File: src/verilog/audio_defines.svh
// Sample widths and compressor curve constants, included by the audio package and datapath
`ifndef AUDIO_DEFINES_SVH
`define AUDIO_DEFINES_SVH

////////////////////////////////////////////////////////////
// Widths
////////////////////////////////////////////////////////////

// One signed audio sample
`define AUDIO_SAMPLE_W 16
// Mix accumulator, two guard bits over a sample
`define AUDIO_MIX_W 18

////////////////////////////////////////////////////////////
// Compressor curves
////////////////////////////////////////////////////////////

// 2x curve, knee / gain below knee / slope divisor / offset
`define COMP_X1 16'd14043
`define COMP_A1 16'd2
`define COMP_F1 16'd4
`define COMP_B1 16'd28086

// 4x curve, same four values
`define COMP_X2 16'd7400
`define COMP_A2 16'd4
`define COMP_F2 16'd8
`define COMP_B2 16'd29600

// Cycles from sample strobe to output strobe
`define AUDIO_PIPE_LAT 4

`endif

File: src/verilog/audio_pkg.sv
// Shared sample types and enums for the audio output stage, imported by every block
`include "audio_defines.svh"

package audio_pkg;

	////////////////////////////////////////////////////////////
	// Sample types
	////////////////////////////////////////////////////////////

	// Signed sample as produced by each source
	typedef logic signed [`AUDIO_SAMPLE_W-1:0] sample_t;

	// Wider value used while summing sources
	typedef logic signed [`AUDIO_MIX_W-1:0] mix_t;

	////////////////////////////////////////////////////////////
	// Configuration encodings
	////////////////////////////////////////////////////////////

	// Boost mode, code 3 is not a legal mode
	typedef enum logic [1:0] {
		BOOST_OFF = 2'd0,
		BOOST_2X  = 2'd1,
		BOOST_4X  = 2'd2
	} boost_t;

	// Configuration register addresses
	typedef enum logic {
		REG_BOOST  = 1'b0,
		REG_ENABLE = 1'b1
	} cfg_reg_t;

endpackage

File: src/verilog/audio_cfg_regs.sv
// Configuration registers for boost mode and source enables, written by the host one word at a time
`timescale 1ns/1ps

module audio_cfg_regs (
	input  logic               clk_sys,
	input  logic               reset,

	// Host write strobe with address and data in the same cycle
	input  logic               cfg_wr,
	input  audio_pkg::cfg_reg_t cfg_addr,
	input  logic [7:0]         cfg_data,

	// Registered levels to the datapath
	output audio_pkg::boost_t  boost,
	output logic               psg_en,
	output logic               cdda_en,
	output logic               adpcm_en
);

	import audio_pkg::*;

	logic boost_code_ok;

	// Code 3 has no curve behind it
	assign boost_code_ok = (cfg_data[1:0] != 2'd3);

	////////////////////////////////////////////////////////////
	// Boost register
	////////////////////////////////////////////////////////////

	always_ff @(posedge clk_sys) begin
		if (reset) begin
			boost <= BOOST_OFF;
		end else if (cfg_wr && cfg_addr == REG_BOOST && boost_code_ok) begin
			boost <= boost_t'(cfg_data[1:0]);
		end
	end

	////////////////////////////////////////////////////////////
	// Source enables
	////////////////////////////////////////////////////////////

	// All sources on out of reset
	always_ff @(posedge clk_sys) begin
		if (reset) begin
			psg_en   <= 1'b1;
			cdda_en  <= 1'b1;
			adpcm_en <= 1'b1;
		end else if (cfg_wr && cfg_addr == REG_ENABLE) begin
			psg_en   <= cfg_data[0];
			cdda_en  <= cfg_data[1];
			adpcm_en <= cfg_data[2];
		end
	end

	// Illegal mode must never reach the compressor
	a_boost_legal: assert property (
		@(posedge clk_sys) disable iff (reset)
		2'(boost) != 2'd3
	) else $error("audio_cfg_regs: boost holds illegal code");

endmodule

File: src/verilog/audio_compressor.sv
// Audio boost stage: applies the selected compressor curve to each channel, one cycle of latency
`timescale 1ns/1ps
`include "audio_defines.svh"

module audio_compressor (
	input  logic              clk_sys,
	input  logic              reset,

	input  logic              mix_valid,
	input  audio_pkg::sample_t mix_l,
	input  audio_pkg::sample_t mix_r,
	input  audio_pkg::boost_t  boost,

	output logic              out_valid,
	output audio_pkg::sample_t audio_l,
	output audio_pkg::sample_t audio_r
);

	import audio_pkg::*;

	// Piecewise curve on the magnitude, sign put back afterwards
	function automatic sample_t compress(input sample_t s, input logic curve2);
		logic [`AUDIO_SAMPLE_W-1:0] v;
		logic [`AUDIO_SAMPLE_W-1:0] v1;
		logic [`AUDIO_SAMPLE_W-1:0] v2;
		logic [`AUDIO_SAMPLE_W-1:0] r;
		v = s[`AUDIO_SAMPLE_W-1] ? (~s) + 16'd1 : s;
		// Linear gain below the knee, shallow slope above it
		v1 = (v < `COMP_X1) ? v * `COMP_A1
		                    : ((v - `COMP_X1) / `COMP_F1) + `COMP_B1;
		v2 = (v < `COMP_X2) ? v * `COMP_A2
		                    : ((v - `COMP_X2) / `COMP_F2) + `COMP_B2;
		r = curve2 ? v2 : v1;
		return s[`AUDIO_SAMPLE_W-1] ? ~(r - 16'd1) : r;
	endfunction

	logic    use_4x;
	sample_t comp_l;
	sample_t comp_r;

	////////////////////////////////////////////////////////////
	// Curve select
	////////////////////////////////////////////////////////////

	assign use_4x = (boost == BOOST_4X);

	always_comb begin
		comp_l = compress(mix_l, use_4x);
		comp_r = compress(mix_r, use_4x);
	end

	////////////////////////////////////////////////////////////
	// Output register
	////////////////////////////////////////////////////////////

	always_ff @(posedge clk_sys) begin
		if (reset) begin
			out_valid <= 1'b0;
		end else begin
			out_valid <= mix_valid;
		end
	end

	// Boost off passes the mix straight through
	always_ff @(posedge clk_sys) begin
		if (boost == BOOST_OFF) begin
			audio_l <= mix_l;
			audio_r <= mix_r;
		end else begin
			audio_l <= comp_l;
			audio_r <= comp_r;
		end
	end

	// Output strobe is the mix strobe one cycle later
	a_valid_follow: assert property (
		@(posedge clk_sys) disable iff (reset)
		out_valid == $past(mix_valid)
	) else $error("audio_compressor: out_valid lost step with mix_valid");

endmodule

File: src/verilog/audio_out_top.sv
// Audio output stage top: configuration registers beside the mix and boost pipeline
`timescale 1ns/1ps

module audio_out_top (
	input  logic               clk_sys,
	input  logic               reset,

	// Host configuration write
	input  logic               cfg_wr,
	input  audio_pkg::cfg_reg_t cfg_addr,
	input  logic [7:0]         cfg_data,

	// Source samples
	input  logic               sample_valid,
	input  audio_pkg::sample_t  psg_l,
	input  audio_pkg::sample_t  psg_r,
	input  audio_pkg::sample_t  cdda_l,
	input  audio_pkg::sample_t  cdda_r,
	input  audio_pkg::sample_t  adpcm,

	// Final output, four cycles after the sample strobe
	output logic               out_valid,
	output audio_pkg::sample_t  audio_l,
	output audio_pkg::sample_t  audio_r
);

	import audio_pkg::*;

	boost_t  boost;
	logic    psg_en;
	logic    cdda_en;
	logic    adpcm_en;
	logic    mix_valid;
	sample_t mix_l;
	sample_t mix_r;

	audio_cfg_regs cfg_regs_inst (
		.clk_sys  (clk_sys),
		.reset    (reset),
		.cfg_wr   (cfg_wr),
		.cfg_addr (cfg_addr),
		.cfg_data (cfg_data),
		.boost    (boost),
		.psg_en   (psg_en),
		.cdda_en  (cdda_en),
		.adpcm_en (adpcm_en)
	);

	// Three cycles
	audio_source_mix source_mix_inst (
		.clk_sys      (clk_sys),
		.reset        (reset),
		.sample_valid (sample_valid),
		.psg_l        (psg_l),
		.psg_r        (psg_r),
		.cdda_l       (cdda_l),
		.cdda_r       (cdda_r),
		.adpcm        (adpcm),
		.psg_en       (psg_en),
		.cdda_en      (cdda_en),
		.adpcm_en     (adpcm_en),
		.mix_valid    (mix_valid),
		.mix_l        (mix_l),
		.mix_r        (mix_r)
	);

	// One cycle
	audio_compressor compressor_inst (
		.clk_sys   (clk_sys),
		.reset     (reset),
		.mix_valid (mix_valid),
		.mix_l     (mix_l),
		.mix_r     (mix_r),
		.boost     (boost),
		.out_valid (out_valid),
		.audio_l   (audio_l),
		.audio_r   (audio_r)
	);

endmodule

File: src/verilog/audio_source_mix.sv
// Three-stage source mixer: attenuate, sum enabled sources, then scale by 5/4 to a 16-bit sample
`timescale 1ns/1ps
`include "audio_defines.svh"

module audio_source_mix (
	input  logic              clk_sys,
	input  logic              reset,

	// Source samples, valid with the strobe
	input  logic              sample_valid,
	input  audio_pkg::sample_t psg_l,
	input  audio_pkg::sample_t psg_r,
	input  audio_pkg::sample_t cdda_l,
	input  audio_pkg::sample_t cdda_r,
	input  audio_pkg::sample_t adpcm,

	// Per-source enables, read in the sum stage
	input  logic              psg_en,
	input  logic              cdda_en,
	input  logic              adpcm_en,

	output logic              mix_valid,
	output audio_pkg::sample_t mix_l,
	output audio_pkg::sample_t mix_r
);

	import audio_pkg::*;

	localparam int GUARD_W = `AUDIO_MIX_W - `AUDIO_SAMPLE_W;

	// PSG scaled by 13/16
	function automatic sample_t att_psg(input sample_t s);
		return (s >>> 1) + (s >>> 2) + (s >>> 4);
	endfunction

	// ADPCM scaled by 7/8
	function automatic sample_t att_adpcm(input sample_t s);
		return (s >>> 1) + (s >>> 2) + (s >>> 3);
	endfunction

	// Sign extend into the accumulator
	function automatic mix_t ext(input sample_t s);
		return {{GUARD_W{s[`AUDIO_SAMPLE_W-1]}}, s};
	endfunction

	logic    s1_valid;
	logic    s2_valid;
	sample_t psg_l_att;
	sample_t psg_r_att;
	sample_t adpcm_att;
	sample_t cdda_l_s1;
	sample_t cdda_r_s1;
	mix_t    sum_l;
	mix_t    sum_r;
	mix_t    scaled_l;
	mix_t    scaled_r;

	////////////////////////////////////////////////////////////
	// Valid chain
	////////////////////////////////////////////////////////////

	always_ff @(posedge clk_sys) begin
		if (reset) begin
			s1_valid  <= 1'b0;
			s2_valid  <= 1'b0;
			mix_valid <= 1'b0;
		end else begin
			s1_valid  <= sample_valid;
			s2_valid  <= s1_valid;
			mix_valid <= s2_valid;
		end
	end

	////////////////////////////////////////////////////////////
	// Datapath
	////////////////////////////////////////////////////////////

	// Sum plus a quarter of itself, 5/4 of the mix
	assign scaled_l = sum_l + (sum_l >>> 2);
	assign scaled_r = sum_r + (sum_r >>> 2);

	always_ff @(posedge clk_sys) begin
		// Stage 1, attenuation
		psg_l_att <= att_psg(psg_l);
		psg_r_att <= att_psg(psg_r);
		adpcm_att <= att_adpcm(adpcm);
		cdda_l_s1 <= cdda_l;
		cdda_r_s1 <= cdda_r;

		// Stage 2, mono ADPCM feeds both sides
		sum_l <= (cdda_en  ? ext(cdda_l_s1) : '0)
		       + (psg_en   ? ext(psg_l_att) : '0)
		       + (adpcm_en ? ext(adpcm_att) : '0);
		sum_r <= (cdda_en  ? ext(cdda_r_s1) : '0)
		       + (psg_en   ? ext(psg_r_att) : '0)
		       + (adpcm_en ? ext(adpcm_att) : '0);

		// Stage 3, keep the top bits
		mix_l <= scaled_l[`AUDIO_MIX_W-1 -: `AUDIO_SAMPLE_W];
		mix_r <= scaled_r[`AUDIO_MIX_W-1 -: `AUDIO_SAMPLE_W];
	end

endmodule
File: config.mk
export PLATFORM = sky130hd
export DESIGN_NAME = audio_out_top
export DESIGN_NICKNAME = d
export VERILOG_FILES = /design/src/verilog/audio_pkg.sv /design/src/verilog/audio_cfg_regs.sv /design/src/verilog/audio_compressor.sv /design/src/verilog/audio_out_top.sv /design/src/verilog/audio_source_mix.sv
export VERILOG_INCLUDE_DIRS = /design/src /design/src/verilog
export SDC_FILE = /design/constraint.sdc
export NUM_CORES = 1
export LEC_CHECK = 0
export BUFFER_PORTS_ARGS = -buffer_cell sky130_fd_sc_hd__buf_2
export CAP_MARGIN = 20
export CORE_MARGIN = 5
export CORE_UTILIZATION = 35
export DETAILED_ROUTE_END_ITERATION = 6
export HOLD_SLACK_MARGIN = 0.15
export PLACE_DENSITY = 0.6
export SKIP_CTS_REPAIR_TIMING = 1
export SLEW_MARGIN = 25
export SYNTH_ARGS = -nofsm -noshare
export SYNTH_HDL_FRONTEND = slang
export SYNTH_HIERARCHICAL = 1
export SYNTH_SLANG_ARGS = --single-unit
File: constraint.sdc
create_clock -name clk_sys -period 5.5 [get_ports clk_sys]
set_input_delay 1.65 -clock clk_sys [delete_from_list [all_inputs] [get_ports clk_sys]]
set_output_delay 1.65 -clock clk_sys [all_outputs]
set_load 0.05 [all_outputs]
Word-level counts from Yosys, hierarchy flattened
Cells that the tools add are included.
W data, S select, Z words.
{ "classes": {"order_cmp": 4, "n_mul": 0, "bitwise": 5, "reduce_logical": 4, "shift": 0, "n_eq_ne": 2, "div": 0, "addsub": 24, "n_mux": 17} }
{ "ops": {"columns": ["op", "count"], "rows": [
  ["$mux W16", 12],
  ["$mux W18", 5],
  ["$add A18 B18 Y18", 4],
  ["$not A16 Y16", 4],
  ["$add A15 B14 Y16", 3],
  ["$add A18 B16 Y18", 2],
  ["$add A13 B15 Y16 const B", 2],
  ["$add A14 B15 Y16 const B", 2],
  ["$add A16 B1 Y16 const B", 2],
  ["$add A16 B12 Y16", 2],
  ["$lt A16 B13 Y1 const B", 2],
  ["$lt A16 B14 Y1 const B", 2],
  ["$sub A16 B1 Y16 const B", 2],
  ["$sub A16 B13 Y16 const B", 2],
  ["$sub A16 B14 Y16 const B", 2],
  ["$add A16 B13 Y16", 1],
  ["$logic_and A1 B1 Y1", 3],
  ["$eq A2 B2 Y1 const B", 1],
  ["$logic_not A2 Y1", 1],
  ["$ne A2 B2 Y1 const B", 1],
  ["$not A1 Y1", 1]
]} }
{ "word_totals": {"latch_bits": 0, "ff_bits": 189, "rom_bits": 0, "mem_bits_rw": 0, "word_cells": 75, "n_memories": 0} }

Depth between registers and ports, before layout
{ "depth": {"word_depth": 11, "mapped_depth": 23, "mapped_depth_nobuf": 21} }

Cells and area by module
Netlist, hierarchy kept.
{ "modules_own_cells": {"columns": ["module", "area_each_um2", "instances", "cells_each"], "rows": [
  ["audio_source_mix", 9205.1, 1, 890],
  ["audio_compressor", 6723.9, 1, 985],
  ["audio_cfg_regs", 202.7, 1, 18]
]} }

Worst setup path after synthesis
Ideal clock, no wire load.
{ "synth_timing": {"kind": "register to register", "start": "register source_mix_inst.mix_r[0]", "end": "register compressor_inst.audio_r[13]", "slack_ns": 0.724, "n_path_buf": 2, "setup_ns": 0.125, "stages_incl_launch_ff": 20, "arrival_time_ns": 4.651, "t_required_ns": 5.375, "period_less_slack_ns": 4.776, "cell_sequence": "dfxtp_1 clkbuf_1 inv_1 ha_1 clkbuf_1 nor3b_1 o211ai_1 o211ai_1 nand2_1 ha_1 or4b_4 a41oi_2 xnor2_1 o311a_1 or3_1 or3b_1 or2_4 o41ai_2 xnor2_1 o21ai_1"} }
{ "synth_between": {"elab_chain_cells": 11, "elab_cells_between_ends": 16, "classes_between": "add/sub (6); order compare (2); mux (6); bitwise (2)"} }
{ "synth_lines": {"columns": ["element", "line", "rtl"], "rows": [
  ["from (decl)", "audio_source_mix.sv:24", "output audio_pkg::sample_t mix_r"],
  ["from (signal assigned)", "audio_source_mix.sv:100", "mix_r <= scaled_r[`AUDIO_MIX_W-1 -: `AUDIO_SAMPLE_W];"],
  ["$not A16 Y16", "audio_compressor.sv:27", "v = s[`AUDIO_SAMPLE_W-1] ? (~s) + 16'd1 : s;"],
  ["$add A16 B1 Y16", "audio_compressor.sv:27", null],
  ["$mux W16 (*)", "audio_compressor.sv:27", null],
  ["$sub A16 B14 Y16 (no source line) / $sub A16 B13 Y16 (equally long branches)", null, null],
  ["$add A14 B15 Y16 (no source line) / $add A13 B15 Y16 (equally long branches)", null, null],
  ["$mux W16 (no source line)", null, null],
  ["$mux W16 (*)", "audio_compressor.sv:33", "r = curve2 ? v2 : v1;"],
  ["$sub A16 B1 Y16", "audio_compressor.sv:34", "return s[`AUDIO_SAMPLE_W-1] ? ~(r - 16'd1) : r;"],
  ["$not A16 Y16", "audio_compressor.sv:34", null],
  ["$mux W16 (*)", "audio_compressor.sv:34", null],
  ["$mux W16 (*)", "audio_compressor.sv:66", "if (boost == BOOST_OFF) begin"],
  ["to (signal assigned)", "audio_compressor.sv:68", "audio_r <= mix_r;"],
  ["to (signal assigned)", "audio_compressor.sv:71", "audio_r <= comp_r;"],
  ["to (decl)", "audio_compressor.sv:16", "output audio_pkg::sample_t audio_r"]
]} }
Mark *: on every way between the ends. The rest lies on a longest branch, timed or not.
A chain may end at the register's enable or synchronous reset.

Final worst setup path
Same ends and word-level chain as after synthesis.

==> impl_metrics.json <==
{
  "drc": 0,
  "port_buffers": 117,
  "outcome": "complete, no violations",
  "synthTopCellsByArea": "dfxtp_1, fa_1, ha_1, xnor2_1, nand2_1",
  "cts-buffers-inserted": 17,
  "hold_path_depth": 1,
  "grt_pass1_wl_um": 74000,
  "startpoint_type": "register",
  "drt-total-wl_um": 45600,
  "die_height_um": 225,
  "path_clk_slew_ps": 80,
  "die_w_um": 225,
  "worst_path_max_delay_cell": "or3b_2",
  "synth_cell_types": 105,
  "setup-tns-final_ps": 0,
  "yosysTopAreaCell": "dfxtp_1",
  "drive_gt1_frac": 0.159,
  "synth_top_family_by_area": "compound AO/OA/AOI/OAI gates",
  "holdCritPathClass": "register to register",
  "track_usage": 0.179,
  "htree_levels": 4,
  "synthAdderAreaFrac": 0.183,
  "synth_top_area_share": 0.235,
  "syn-cell-area_sq_mm": 0.0161,
  "dpl.hpwl_um": 36900,
  "synth-xor-area-share": 0.0959,
  "synthTopCellsByCount": "dfxtp_1, nand2_1, nor2_1, xnor2_1",
  "ant_nets": 0,
  "worst_slew_pin_slew_ps": 1020,
  "fin_crit_ps": 5100,
  "cts_num_sinks": 189,
  "path_max_fanout": 12,
  "rsz0062_at_grt": "no",
  "initial_utilization": 0.355,
  "critPathKind": "register to register",
  "nets": 2329,
  "core_area_sq_mm": 0.0455,
  "ys_warn_count": 6,
  "vias_per_cell": 5.39,
  "slowest_delay_ps": 600,
  "synth_edf_count": 0,
  "worstPathCellList": "inv_1 -> ha_1 -> or3b_2 -> o31ai_2 -> xor2_2 -> o32ai_1 -> a31oi_1 -> buf_4 -> o311a_1 -> or3_1 -> or3b_1 -> or2_4 -> o41ai_2 -> xnor2_1 -> o21ai_1",
  "cts_buffer_depth": 2,
  "cp_data_arrival_time_ps": 5440,
  "clkLatencyLatePin_ps": 470,
  "avgRoutedWirePerCell_um": 17.2,
  "r2r_cells": 15,
  "syn-mean-instance-area_sq_um": 8.52,
  "dieArea_sq_mm": 0.0505,
  "drtIter0Drc": 936,
  "cp.required_ps": 5840,
  "synthCells": 1893,
  "synth_compound_area_frac": 0.249,
  "antenna_found_initial": 2,
  "r2r_start": "source_mix_inst/mix_r[0]",
  "synth-simple-area-share": 0.187,
  "maxCapViolCount": 0,
  "dr_total_vias": 14300,
  "startpoint": "source_mix_inst/mix_r[0]",
  "grt_pass1_vias": 14100,
  "synth_mux_area_frac": 0.00714,
  "clock.fmax_mhz": 196,
  "ios": 126,
  "ys_ff_latch": 189,
  "async_reset_ff_frac": 0,
  "tritoncts": "yes",
  "rows": 78,
  "yosysMostFrequentCell": "dfxtp_1",
  "end_kind": "register",
  "overflow": 0,
  "final.setup_skew_ps": 18.3,
  "syn2layout_area_growth_pct": 14.9,
  "hp-start": "source_mix_inst/mix_valid",
  "grt_max_degree": 38,
  "ys.flop_type": "dfxtp_1",
  "yosysSeqAreaShare": 0.235,
  "drv_slew": 0,
  "setup_viol": 0,
  "finalCritPeriodShare": 0.927,
  "routabilityCongestion": 0.921,
  "root_buffer": "clkbuf_16",
  "relSlewSlack": 0.318,
  "hold_viol": 0,
  "dr.pass1.iters": 6,
  "synthesis.nets": 2177
}
## final timing paths
kind,slack (ps),endpoint
min reg2reg,450,compressor_inst/out_valid
max reg2reg,400,compressor_inst/audio_r[13]
max,400,compressor_inst/audio_r[13]
min,450,compressor_inst/out_valid
## critical path, delay by kind of cell (launching register included)
kind	cells	cell delay [ps]
simple gates	4	1690
buf+inv	2	380
flops	1	410
xor+xnor	2	360
compound gates	6	1740
fa+ha+maj	1	380
## placed cells by master (no fill, tap or decap), types with 10 or more instances in the layout
cell and instances:
xnor2_1 121, or2_2 15, a211oi_1 23, nor2_1 135
buf_4 90, nor4_1 18, a21o_1 42, nor2b_1 22
ha_1 117, inv_1 99, nand2_1 158, nand4_1 11
or3_1 13, o21bai_1 11, o21ai_0 94, a21oi_1 117
or4_1 12, nand3_1 43, clkbuf_16 17, xor2_1 51
a31oi_1 20, and2_1 36, o21a_1 29, o31ai_1 21
o211ai_1 26, o21ai_1 10, nand2b_1 23, buf_2 117
nor3_1 41, dfxtp_1 189, fa_1 74, a211o_1 10
and3_1 15
## cells by family after synthesis
logic type               count (synthesis)
buffers and inverters                  177
flip-flops                             189
XOR/XNOR                               175
multiplexers                            11
adder cells (fa/ha/maj)                191
AO/OA/AOI/OAI                          557
AND/OR/NAND/NOR                        593
## state kept, by name, indices dropped and copies added, names as in the netlist, 2 cells and up
name and flops:
compressor_inst/audio_r 16, source_mix_inst/psg_l_att 16, cfg_regs_inst/boost 2, compressor_inst/audio_l 16
source_mix_inst/mix_r 16, source_mix_inst/sum_l 18, source_mix_inst/mix_l 16, source_mix_inst/psg_r_att 16
source_mix_inst/cdda_l_s1 16, source_mix_inst/cdda_r_s1 16, source_mix_inst/sum_r 18, source_mix_inst/adpcm_att 16
## layout make-up
cell class              count  area, sq um
fillers                  4634        26900
clock buffers              17          425
multi-input cells        1527        11700
flip-flops and latches    189         3780
diodes                      1         2.50
inverters                 102          383
well taps                 600          751
clock inverters            15          225
repair buffers            208         1280
## through the flow
stage / util / setup slack, ps / std cells / hold WS, ps / instance area (sq um)
2_1_floorplan: - / 724 / 1893 / 414 / 16100
3_3_place_gp: 0.392 / 389 / 2625 / 425 / 17800
3_5_place_dp: 0.392 / 342 / 2625 / 438 / 17800
4_1_cts: 0.407 / 311 / 2657 / 454 / 18500
5_1_grt: 0.408 / 34.8 / 2659 / 462 / 18500
6_report: 0.408 / 401 / 2659 / 447 / 18500
## layer usage
metal	up-vias	GRT usage	share of wire
met5	-	0	0
met4	0	0.0536	0.020
met3	56	0.0285	0.055
met2	423	0.291	0.45
met1	6706	0.246	0.47
li1	7142	-	-
Power is not shown: default switching activity piles up to over one toggle a cycle in this logic, so the estimate is an artifact.
